<file path="src/hdl/csr_pkg.sv">
// shared encodings for the machine-mode CSR and trap unit
package csr_pkg;

    // machine-mode CSR addresses
    localparam logic [11:0] addr_mstatus = 12'h300;
    localparam logic [11:0] addr_mtvec   = 12'h305;
    localparam logic [11:0] addr_mepc    = 12'h341;
    localparam logic [11:0] addr_mcause  = 12'h342;

    // SYSTEM major opcode
    localparam logic [6:0] op_system = 7'h73;

    // funct3 of the SYSTEM opcode
    // bit 2 picks the immediate forms
    localparam logic [2:0] f3_priv   = 3'b000;
    localparam logic [2:0] f3_csrrw  = 3'b001;
    localparam logic [2:0] f3_csrrs  = 3'b010;
    localparam logic [2:0] f3_csrrc  = 3'b011;
    localparam logic [2:0] f3_csrrwi = 3'b101;
    localparam logic [2:0] f3_csrrsi = 3'b110;
    localparam logic [2:0] f3_csrrci = 3'b111;

    // funct12 of the privileged forms (rs1 and rd are zero)
    localparam logic [11:0] funct12_ecall  = 12'h000;
    localparam logic [11:0] funct12_ebreak = 12'h001;
    localparam logic [11:0] funct12_mret   = 12'h302;

    // exception codes, zero-extended into mcause
    localparam logic [3:0] cause_illegal    = 4'd2;
    localparam logic [3:0] cause_breakpoint = 4'd3;
    localparam logic [3:0] cause_ecall_m    = 4'd11;

    // mstatus fields in use
    localparam int mie_bit  = 3;
    localparam int mpie_bit = 7;

    // mstatus after reset
    // MPP = 3, plus UXL and SXL on RV64
    localparam logic [63:0] mstatus_rst64 = 64'h0000_000A_0000_1800;
    localparam logic [31:0] mstatus_rst32 = 32'h0000_1800;

    // kind of CSR access
    typedef enum logic [1:0] {
        op_none,
        op_write,
        op_set,
        op_clear
    } csr_op_e;

endpackage

</file>
<file path="src/hdl/csr_req_if.sv">
`timescale 1ns/100ps

// decoded CSR access from the decoder to the register file
interface csr_req_if #(
    parameter int XLEN = 64
);

    logic [11:0]       addr;
    csr_pkg::csr_op_e  op;
    // rs1 data or zero-extended uimm
    logic [XLEN-1:0]   wdata;
    logic              wr_en;
    logic              rd_en;

    modport dec (
        output addr,
        output op,
        output wdata,
        output wr_en,
        output rd_en
    );

    modport rf (
        input addr,
        input op,
        input wdata,
        input wr_en,
        input rd_en
    );

endinterface

</file>
<file path="src/hdl/csr_decode.sv">
`timescale 1ns/100ps

module csr_decode #(
    parameter int XLEN = 64
) (
    input  logic             valid_i,
    input  logic [31:0]      instr_i,
    input  logic [XLEN-1:0]  rs1_data_i,
    csr_req_if.dec           req,
    output logic             is_ecall_o,
    output logic             is_ebreak_o,
    output logic             is_mret_o,
    output logic             is_illegal_o
);

    // instruction fields
    logic [6:0]  opcode;
    logic [4:0]  rd_f;
    logic [2:0]  funct3;
    logic [4:0]  rs1_f;
    logic [11:0] funct12;

    logic              is_sys;
    logic              is_priv;
    logic              csr_valid;
    logic              addr_known;
    csr_pkg::csr_op_e  op_raw;

    assign opcode  = instr_i[6:0];
    assign rd_f    = instr_i[11:7];
    assign funct3  = instr_i[14:12];
    assign rs1_f   = instr_i[19:15];
    assign funct12 = instr_i[31:20];

    assign is_sys = valid_i && (opcode == csr_pkg::op_system);

    // funct3 to access kind, op_none for anything that is not a CSR form
    always_comb begin
        case (funct3)
            csr_pkg::f3_csrrw,
            csr_pkg::f3_csrrwi: op_raw = csr_pkg::op_write;
            csr_pkg::f3_csrrs,
            csr_pkg::f3_csrrsi: op_raw = csr_pkg::op_set;
            csr_pkg::f3_csrrc,
            csr_pkg::f3_csrrci: op_raw = csr_pkg::op_clear;
            default:            op_raw = csr_pkg::op_none;
        endcase
    end

    assign csr_valid = is_sys && (op_raw != csr_pkg::op_none);

    // only the four implemented CSRs
    assign addr_known = (funct12 == csr_pkg::addr_mstatus) ||
                        (funct12 == csr_pkg::addr_mtvec)   ||
                        (funct12 == csr_pkg::addr_mepc)    ||
                        (funct12 == csr_pkg::addr_mcause);

    assign req.addr  = funct12;
    assign req.rd_en = csr_valid && addr_known;
    assign req.op    = req.rd_en ? op_raw : csr_pkg::op_none;

    // immediate forms carry a 5-bit uimm in the rs1 field
    assign req.wdata = funct3[2] ? {{(XLEN-5){1'b0}}, rs1_f} : rs1_data_i;

    // set/clear with x0 or a zero uimm only reads
    assign req.wr_en = req.rd_en &&
                       ((op_raw == csr_pkg::op_write) || (rs1_f != 5'd0));

    assign is_illegal_o = csr_valid && !addr_known;

    // privileged forms have rs1 and rd at zero
    assign is_priv = is_sys && (funct3 == csr_pkg::f3_priv) &&
                     (rs1_f == 5'd0) && (rd_f == 5'd0);

    assign is_ecall_o  = is_priv && (funct12 == csr_pkg::funct12_ecall);
    assign is_ebreak_o = is_priv && (funct12 == csr_pkg::funct12_ebreak);
    assign is_mret_o   = is_priv && (funct12 == csr_pkg::funct12_mret);

endmodule

</file>
<file path="src/hdl/csr_regfile.sv">
`timescale 1ns/100ps

module csr_regfile #(
    parameter int XLEN = 64
) (
    input  logic             clk,
    input  logic             rst_n,
    csr_req_if.rf            req,
    input  logic             trap_i,
    input  logic             mret_i,
    input  logic [XLEN-1:0]  cause_i,
    input  logic [XLEN-1:0]  trap_pc_i,
    output logic [XLEN-1:0]  rdata_o,
    output logic [XLEN-1:0]  mtvec_o,
    output logic [XLEN-1:0]  mepc_o,
    output logic             mie_o
);

    // mstatus reset constant for this XLEN
    localparam logic [63:0] rst_sel = (XLEN == 64) ? csr_pkg::mstatus_rst64 :
                                      {32'h0, csr_pkg::mstatus_rst32};
    localparam logic [XLEN-1:0] mstatus_rst = rst_sel[XLEN-1:0];

    logic [XLEN-1:0] mepc_q;
    logic [XLEN-1:0] mtvec_q;
    logic [XLEN-1:0] mcause_q;
    logic            mie_q;
    logic            mpie_q;

    logic [XLEN-1:0] mstatus_val;
    logic [XLEN-1:0] new_val;

    logic hit_mstatus;
    logic hit_mtvec;
    logic hit_mepc;
    logic hit_mcause;

    assign hit_mstatus = (req.addr == csr_pkg::addr_mstatus);
    assign hit_mtvec   = (req.addr == csr_pkg::addr_mtvec);
    assign hit_mepc    = (req.addr == csr_pkg::addr_mepc);
    assign hit_mcause  = (req.addr == csr_pkg::addr_mcause);

    // only MIE and MPIE are live, the rest stays at reset value
    always_comb begin
        mstatus_val = mstatus_rst;
        mstatus_val[csr_pkg::mie_bit]  = mie_q;
        mstatus_val[csr_pkg::mpie_bit] = mpie_q;
    end

    // and-or read mux, quiet when nothing is read
    assign rdata_o = ({XLEN{req.rd_en & hit_mstatus}} & mstatus_val) |
                     ({XLEN{req.rd_en & hit_mtvec}}   & mtvec_q)     |
                     ({XLEN{req.rd_en & hit_mepc}}    & mepc_q)      |
                     ({XLEN{req.rd_en & hit_mcause}}  & mcause_q);

    // read-modify-write on the old value
    always_comb begin
        case (req.op)
            csr_pkg::op_write: new_val = req.wdata;
            csr_pkg::op_set:   new_val = rdata_o | req.wdata;
            csr_pkg::op_clear: new_val = rdata_o & ~req.wdata;
            default:           new_val = rdata_o;
        endcase
    end

    // mepc, low two bits always zero
    always_ff @(posedge clk or negedge rst_n) begin
        if (!rst_n) begin
            mepc_q <= '0;
        end else if (trap_i) begin
            mepc_q <= {trap_pc_i[XLEN-1:2], 2'b00};
        end else if (req.wr_en && hit_mepc) begin
            mepc_q <= {new_val[XLEN-1:2], 2'b00};
        end
    end

    // mtvec, direct mode only
    always_ff @(posedge clk or negedge rst_n) begin
        if (!rst_n) begin
            mtvec_q <= '0;
        end else if (req.wr_en && hit_mtvec) begin
            mtvec_q <= {new_val[XLEN-1:2], 2'b00};
        end
    end

    always_ff @(posedge clk or negedge rst_n) begin
        if (!rst_n) begin
            mcause_q <= '0;
        end else if (trap_i) begin
            mcause_q <= cause_i;
        end else if (req.wr_en && hit_mcause) begin
            mcause_q <= new_val;
        end
    end

    // interrupt enable stack
    always_ff @(posedge clk or negedge rst_n) begin
        if (!rst_n) begin
            mie_q  <= 1'b0;
            mpie_q <= 1'b0;
        end else if (trap_i) begin
            mpie_q <= mie_q;
            mie_q  <= 1'b0;
        end else if (mret_i) begin
            mie_q  <= mpie_q;
            mpie_q <= 1'b1;
        end else if (req.wr_en && hit_mstatus) begin
            mie_q  <= new_val[csr_pkg::mie_bit];
            mpie_q <= new_val[csr_pkg::mpie_bit];
        end
    end

    assign mtvec_o = mtvec_q;
    assign mepc_o  = mepc_q;
    assign mie_o   = mie_q;

endmodule

</file>
<file path="src/hdl/trap_ctrl.sv">
`timescale 1ns/100ps

module trap_ctrl #(
    parameter int XLEN = 64
) (
    input  logic             is_ecall_i,
    input  logic             is_ebreak_i,
    input  logic             is_mret_i,
    input  logic             is_illegal_i,
    input  logic [XLEN-1:0]  mtvec_i,
    input  logic [XLEN-1:0]  mepc_i,
    output logic             trap_o,
    output logic             mret_o,
    output logic             redirect_valid_o,
    output logic [XLEN-1:0]  cause_o,
    output logic [XLEN-1:0]  redirect_pc_o
);

    logic [3:0] cause_code;

    // flags come in already qualified by valid
    assign trap_o = is_illegal_i | is_ebreak_i | is_ecall_i;

    // a trap wins over a return
    assign mret_o = is_mret_i & ~trap_o;

    // illegal first, then breakpoint, then ecall
    always_comb begin
        if (is_illegal_i) begin
            cause_code = csr_pkg::cause_illegal;
        end else if (is_ebreak_i) begin
            cause_code = csr_pkg::cause_breakpoint;
        end else if (is_ecall_i) begin
            cause_code = csr_pkg::cause_ecall_m;
        end else begin
            cause_code = 4'd0;
        end
    end

    assign cause_o = {{(XLEN-4){1'b0}}, cause_code};

    assign redirect_valid_o = trap_o | mret_o;

    // direct-mode vector base or saved pc
    always_comb begin
        if (trap_o) begin
            redirect_pc_o = {mtvec_i[XLEN-1:2], 2'b00};
        end else if (mret_o) begin
            redirect_pc_o = mepc_i;
        end else begin
            redirect_pc_o = '0;
        end
    end

endmodule

</file>
<file path="src/hdl/csr_unit_top.sv">
`timescale 1ns/100ps

module csr_unit_top #(
    parameter int XLEN = 64
) (
    input  logic             clk,
    input  logic             rst_n,
    input  logic             valid_i,
    input  logic [XLEN-1:0]  pc_i,
    input  logic [31:0]      instr_i,
    input  logic [XLEN-1:0]  rs1_data_i,
    output logic [XLEN-1:0]  csr_rdata_o,
    output logic [XLEN-1:0]  redirect_pc_o,
    output logic             redirect_valid_o,
    output logic             mie_o
);

    csr_req_if #(.XLEN(XLEN)) req ();

    logic            is_ecall;
    logic            is_ebreak;
    logic            is_mret;
    logic            is_illegal;
    logic            trap;
    logic            mret;
    logic [XLEN-1:0] cause;
    logic [XLEN-1:0] mtvec;
    logic [XLEN-1:0] mepc;

    csr_decode #(.XLEN(XLEN)) decode_i (
        .valid_i      (valid_i),
        .instr_i      (instr_i),
        .rs1_data_i   (rs1_data_i),
        .req          (req.dec),
        .is_ecall_o   (is_ecall),
        .is_ebreak_o  (is_ebreak),
        .is_mret_o    (is_mret),
        .is_illegal_o (is_illegal)
    );

    // pc_i is what mepc saves on a trap
    csr_regfile #(.XLEN(XLEN)) regfile_i (
        .clk       (clk),
        .rst_n     (rst_n),
        .req       (req.rf),
        .trap_i    (trap),
        .mret_i    (mret),
        .cause_i   (cause),
        .trap_pc_i (pc_i),
        .rdata_o   (csr_rdata_o),
        .mtvec_o   (mtvec),
        .mepc_o    (mepc),
        .mie_o     (mie_o)
    );

    trap_ctrl #(.XLEN(XLEN)) trap_i (
        .is_ecall_i       (is_ecall),
        .is_ebreak_i      (is_ebreak),
        .is_mret_i        (is_mret),
        .is_illegal_i     (is_illegal),
        .mtvec_i          (mtvec),
        .mepc_i           (mepc),
        .trap_o           (trap),
        .mret_o           (mret),
        .redirect_valid_o (redirect_valid_o),
        .cause_o          (cause),
        .redirect_pc_o    (redirect_pc_o)
    );

endmodule

</file>
<file path="config.mk">
export PLATFORM = sky130hd
export DESIGN_NAME = csr_unit_top
export DESIGN_NICKNAME = d
export VERILOG_FILES = /design/src/hdl/csr_pkg.sv /design/src/hdl/csr_req_if.sv /design/src/hdl/csr_decode.sv /design/src/hdl/csr_regfile.sv /design/src/hdl/trap_ctrl.sv /design/src/hdl/csr_unit_top.sv
export SDC_FILE = /design/constraint.sdc
export NUM_CORES = 1
export LEC_CHECK = 0
export CORE_MARGIN = 2
export CORE_UTILIZATION = 30
export CTS_CLUSTER_SIZE = 20
export DETAILED_ROUTE_END_ITERATION = 8
export DONT_BUFFER_PORTS = 1
export SETUP_SLACK_MARGIN = 0.02
export SLEW_MARGIN = 30
export SYNTH_ARGS = -nofsm -noshare
export SYNTH_HDL_FRONTEND = slang
export SYNTH_SLANG_ARGS = --single-unit
</file>
<file path="constraint.sdc">
create_clock -name clk -period 2.9 [get_ports clk]
set_input_delay 0.435 -clock clk [delete_from_list [all_inputs] [get_ports clk]]
set_output_delay 0.435 -clock clk [all_outputs]
set_load 0.01 [all_outputs]
</file>
# --- Yosys cells after proc, flatten, opt, wreduce, memory -nomap -nowiden ---
# Cells that the tools add are included.
op_classes:
  eq_ne: 17
  n_mux: 19
  n_bitwise: 19
  n_reduce_logical: 32
op_table:
  columns: ["op", "n"]
  rows:
  - ["$mux W64", 7]
  - ["$and A64 B64 Y64", 4]
  - ["$or A64 B64 Y64", 4]
  - ["$pmux W64 S3", 1]
  - ["$and A64 B36 Y64", 1]
  - ["$not A64 Y64", 1]
  - ["$eq A12 B10 Y1 const B", 5]
  - ["$logic_and A1 B1 Y1", 15]
  - ["$eq A12 B1 Y1 const B", 1]
  - ["$logic_not A12 Y1", 1]
  - ["$mux W4", 3]
  - ["$logic_not A5 Y1", 2]
  - ["$eq A3 B3 Y1 const B", 3]
  - ["$eq A7 B7 Y1 const B", 1]
  - ["$eq A3 B2 Y1 const B", 2]
  - ["$mux W1", 6]
  - ["$pmux W2 S3", 1]
  - ["$reduce_bool A2 Y1", 3]
  - ["$reduce_or A2 Y1", 3]
  - ["$and A1 B1 Y1", 5]
  - ["$reduce_bool A5 Y1", 1]
  - ["$eq A2 B1 Y1 const B", 2]
  - ["$eq A2 B2 Y1 const B", 2]
  - ["$logic_or A1 B1 Y1", 4]
  - ["7 further kinds", 9]
totals:
  ff_bits: 192
  input_bits: 163
  out_inout_bits: 130
  wordCells: 92

# --- Depth between registers and ports, before layout ---
logic_depth:
  ltp_word: 16
  depth_mapped: 11
  ltp_nobuf: 6

# --- Hierarchy ---
# Synthesis repeated with hierarchy kept, for this count alone.
unflattened:
  cells_unflattened: 2091
  hier_area_um2: 15870.2
modules_own_cells:
  columns: ["module", "n_inst", "cells_per_inst", "area_per_inst_um2", "seq_area_each_um2"]
  rows:
  - ["csr_regfile", 1, 1682, 13407.9, 4754.6]
  - ["trap_ctrl", 1, 292, 1711.6, 0.0]
  - ["csr_decode", 1, 117, 750.7, 0.0]

# --- Least setup slack after synthesis ---
# Ideal clock, no wire load.
synth_path:
  kind: "input port to output port"
  startpoint: "input instr_i[21]"
  endpoint: "output redirect_pc_o[19]"
  arrival_time_ns: 2.362
  required_time_ns: 2.465
  slack_ns: 0.103
  cell_stages: 10
  n_path_buf: 5
  cell_sequence: "buf_2 nor4bb_1 buf_2 a211oi_2 o311a_1 or2_1 buf_4 buf_6 buf_2 a22o_1"
synth_between:
  elab_chain_cells: 12
  word_cells_on_any_way: 21
  cone_classes: "6 x eq/ne; 2 x mux; 4 x bitwise; 9 x reduce/logical"
synth_lines:
  columns: ["element", "line", "rtl"]
  rows:
  - ["start: declaration", "csr_unit_top.sv:10", "input logic [31:0] instr_i,"]
  - ["$eq A12 B10 Y1 (on tied branches)", "csr_decode.sv:53, csr_decode.sv:54", null]
  - ["$logic_or A1 B1 Y1", "csr_decode.sv:53", "assign addr_known = (funct12 == csr_pkg::addr_mstatus) ||"]
  - ["$logic_or A1 B1 Y1", "csr_decode.sv:54", "(funct12 == csr_pkg::addr_mtvec) ||"]
  - ["$logic_or A1 B1 Y1", "csr_decode.sv:55", "(funct12 == csr_pkg::addr_mepc) ||"]
  - ["$logic_not A1 Y1", "csr_decode.sv:69", "assign is_illegal_o = csr_valid && !addr_known;"]
  - ["$logic_and A1 B1 Y1", "csr_decode.sv:69", null]
  - ["$or A1 B1 Y1 (2 in a row)", "trap_ctrl.sv:22", "assign trap_o = is_illegal_i | is_ebreak_i | is_ecall_i;"]
  - ["$not A1 Y1", "trap_ctrl.sv:25", "assign mret_o = is_mret_i & ~trap_o;"]
  - ["$and A1 B1 Y1", "trap_ctrl.sv:25", null]
  - ["$mux W64", "trap_ctrl.sv:48", "end else if (mret_o) begin"]
  - ["$mux W64 *", "trap_ctrl.sv:46", "if (trap_o) begin"]
  - ["end: declaration", "csr_unit_top.sv:13", "output logic [XLEN-1:0] redirect_pc_o,"]
# Mark *: on every way between the ends. The rest lies on a longest branch, timed or not.

# --- Worst setup path after layout ---
layout_path:
  startpoint: "input instr_i[7]"
  endpoint: "output redirect_pc_o[60]"
layout_between:
  elab_chain_cells: 9
  word_cells_on_any_way: 11
  cone_classes: "2 x mux; 4 x bitwise; 5 x reduce/logical"
layout_lines:
  columns: ["element", "line", "rtl"]
  rows:
  - ["$logic_not A5 Y1 *", "csr_decode.sv:73", "(rs1_f == 5'd0) && (rd_f == 5'd0);"]
  - ["$logic_and A1 B1 Y1 *", "csr_decode.sv:73", null]
  - ["$logic_and A1 B1 Y1", "csr_decode.sv:76", "assign is_ebreak_o = is_priv && (funct12 == csr_pkg::funct12_ebreak);"]
  - ["$or A1 B1 Y1 (2 in a row)", "trap_ctrl.sv:22", null]
  - ["$not A1 Y1", "trap_ctrl.sv:25", null]
  - ["$and A1 B1 Y1", "trap_ctrl.sv:25", null]
  - ["$mux W64", "trap_ctrl.sv:48", null]
  - ["$mux W64 *", "trap_ctrl.sv:46", null]
# Marks and branches as above.

==> results.txt <==
The run finished, with violations left. The final reports fail on hold timing. The number of instances in the placed design came out at 1832. The critical path ends at redirect_pc_o[60]. After detailed placement, the total cell area comes to 13100 sq um. The register-to-register path setup slack came out at 1.02 ns. The gate count of the mapped netlist came out at 1374. The maximum number of pins on one net before global-route repair came out at 191. The delay of the slowest cell on the worst path is 0.53 ns. The clock-pin slew on the worst setup and hold paths is 0.08 ns.

The worst max-slew margin expressed relative to the limit is 0.470. Traced cell by cell, the critical path runs through or4_1, nor4_2, nand3_1, nor3_4, buf_12, buf_12, a22o_1. The synthesis-to-finish area growth is 13.0%. The worst setup path is launched from an input pin. The final design area excluding fillers is 13600 sq um.

The number of nets in the layout is 1492. The min-delay analysis places its worst path in the category input pin to async pin. The synthesized design contains 190 register bits. The wire length of the first global-routing pass is 73.9 mm. The count of cells along the worst register-to-register path came out at 7. Global routing finished with a remaining overflow of 0. The minimum clock period came out at 2.80 ns. The leakage power came out at 5.24 nW. Counting flops with a built-in enable in the synthesized netlist gives 0. The worst-case IR drop observed on VDD is 0.000406 V. The ratio of routed vias to standard cells came out at 6.32. The number of failing hold endpoints at the final stage came out at 190. The dominant cell type by count on the critical path is sky130_fd_sc_hd__buf_12. In this run the critical register-to-register path is launched from regfile_i.mepc_o[3]. The post-detailed-placement half-perimeter wirelength is 31.8 mm. The fraction of final layout cells with drive strength greater than 1 came out at 0.133.

The number of CTS-inserted buffers came out at 17. The average cell area after synthesis came out at 8.79 sq um. The post-synthesis instance area came out at 12100 sq um. The final route contains 11804 vias. The largest fanout on the critical path came out at 17. The initial detailed-routing violation count came out at 1237.

Power spread over the standard cell area amounts to 399 nW/um^2. In the finished design, the share of the clock period the worst path needs comes to 0.964. The floorplan die width is 205 microns. The boundary pin count came out at 293. Setup repair after global routing left no endpoint under its margin.

The number of H-tree levels came out at 4. The top achievable clock speed is 358 MHz. The die covers 41900 sq um. The final setup violation count came out at 0. The library cell used most frequently in the layout, excluding fill and tap cells, is sky130_fd_sc_hd__dfrtp_1. The largest individual stage delay along the critical path comes from the cell sky130_fd_sc_hd__or4_1. The number of distinct library cell variants in the gate-level netlist after synthesis is 74. The number of buffers between clock root and the deepest sink is 2.

sky130_fd_sc_hd__dfrtp_1 takes more of the synthesized area than any other cell. The number of clock sinks is 190. Clock skew on the completed layout was measured at 0.0108 ns. In the layout the commonest cells are sky130_fd_sc_hd__dfrtp_1 (190), sky130_fd_sc_hd__nand3_1 (174), sky130_fd_sc_hd__nand2_1 (132), sky130_fd_sc_hd__o21ai_1 (75), sky130_fd_sc_hd__a22o_1 (65). The number of detailed-routing iterations run before antenna repair came out at 6. Of all flip-flops after synthesis, the portion carrying an async set or reset was 1.00. The total power after layout is 5.44 mW. The number of cell rows is 73. The number of global-route vias before repair is 11606. By area the synthesized netlist is led by sky130_fd_sc_hd__dfrtp_1 (39%), sky130_fd_sc_hd__nand3_1 (7.3%), sky130_fd_sc_hd__a22o_1 (4.7%), sky130_fd_sc_hd__o2bb2ai_1 (4.5%), sky130_fd_sc_hd__nand2_1 (4.1%).

The count of pins over their slew limit is 0. The number of antenna violations at the first check in global routing was 5. The height of the die came out at 205 microns. The area fraction of the dominant cell type after synthesis came out at 0.394. The worst hold margin came out at -0.324 ns. The overall routed net length is 49.8 mm. The region available for standard cell placement spans 39700 sq um. For this run, the leading register cell type out of synthesis is sky130_fd_sc_hd__dfrtp_1.

The initial utilization of the core area, before any placement, comes to 0.304. The post-synthesis sequential area ratio came out at 0.394. The number of remaining DRC errors is 0. The congestion estimate from routability-driven global placement came to 0.905.

The total of max-cap violations came out at 0. The capture point of the worst reg-to-reg path is regfile_i.mcause_q[3]. The total number of yosys warnings came out at 0. The all-layer global routing usage came out at 0.234. The tree is rooted in a sky130_fd_sc_hd__clkbuf_16. The number of standard cells in the layout, taps in and fillers out is 1868. The number of buffers inserted by port buffering came out at 0.

In this run the worst setup path begins at instr_i[7]. The insertion delay of the later-clocked pin in the worst-skew pair is 0.45 ns. STA classifies the critical path endpoint as an output pin. The number of antenna-violating nets in the routed design is 0. The worst-case setup slack after placement came out at -0.00505 ns. TritonCTS built the clock tree. The worst-case setup margin in the final layout came out at 0.105 ns. The required time at the endpoint of the critical path is 2.47 ns.

The critical path class is input pin to output pin. For the worst setup path, the data arrival time is 2.36 ns. After detailed routing, the average wire length per cell comes to 26.6 microns. The slew at the pin with the worst max-slew slack is 0.793 ns.
cell type report:
class / count / area [sq um]
Antenna cell: 1 / 2.50
Clock buffer: 19 / 433
Clock inverter: 13 / 104
Fill cell: 4059 / 26100
Inverter: 6 / 22.5
Multi-Input combinational cell: 1028 / 6670
Sequential cell: 190 / 4750
Tap cell: 525 / 657
Timing Repair Buffer: 86 / 1010
kinds of logic (layout without fill, tap and decap cells):
family	Yosys count	in the layout	synth area share
buf+inv	157	124	0.0621
flops	190	190	0.394
mux	6	6	0.00508
xor+xnor	3	3	0.00218
compound gates	476	476	0.301
other cells	1	3	0.000311
simple gates	541	541	0.235
metal layers:
layer  vias up  track usage  share of wire
met2       636        0.361           0.45
met1      5961        0.315           0.43
met5         -            0         0.0011
met4         8       0.0709          0.021
met3        85       0.0690          0.099
li1       5114            -              -
through the flow:
stage	util	TNS, ns
finish	0.343	0
global route	0.343	0
global placement	0.329	-0.0230
CTS	0.342	0
detailed placement	0.329	-0.00892
floorplan	-	0
flip-flops by register name (all words and copies together) (netlist names):
name and flops:
regfile_i.mie_o 1, regfile_i.mcause_q 64, regfile_i.mpie_q 1, regfile_i.mtvec_o 62, regfile_i.mepc_o 62
timing repair:
action,in CTS,in global routing
endpoints found under the hold margin,190,190
endpoints found under the setup margin,25,2
setup buffers,0,3
resized for setup,1,1
pin swaps,0,1
synth_stat cells (51+ instances only):
cell type and count:
sky130_fd_sc_hd__o21ai_1 75, sky130_fd_sc_hd__o2bb2ai_1 62, sky130_fd_sc_hd__a22o_1 65, sky130_fd_sc_hd__nor3_1 51
sky130_fd_sc_hd__nor3b_1 56, sky130_fd_sc_hd__clkbuf_1 68, sky130_fd_sc_hd__dfrtp_1 190, sky130_fd_sc_hd__nand3_1 176
sky130_fd_sc_hd__a221oi_1 54, sky130_fd_sc_hd__nor2_1 61, sky130_fd_sc_hd__buf_2 62, sky130_fd_sc_hd__a21o_1 54
sky130_fd_sc_hd__nand2_1 132, sky130_fd_sc_hd__o21ai_0 59
worst max-delay path: cells and delay by family:
family / cells / cell delay (ns)
simple gates: 4 / 1.24
buf+inv: 2 / 0.43
compound gates: 1 / 0.24
how the worst min path moves through the flow:
stage,startpoint,to
after global routing,rst_n,regfile_i.mtvec_o[37]
final,rst_n,regfile_i.mtvec_o[37]
after floorplan,rst_n,regfile_i.mcause_q[0]
after detailed placement,rst_n,regfile_i.mepc_o[37]
after global placement,rst_n,regfile_i.mepc_o[30]
after CTS,rst_n,regfile_i.mepc_o[37]
report_power, final:
part           total [mW]  leakage [nW]  switching (mW)  internal [mW]
logic               0.336          2.36           0.167          0.168
clock network        2.27         0.254            1.15           1.12
registers            2.84          2.62          0.0865           2.75
Note: power is estimated with default switching activity, not from simulation.
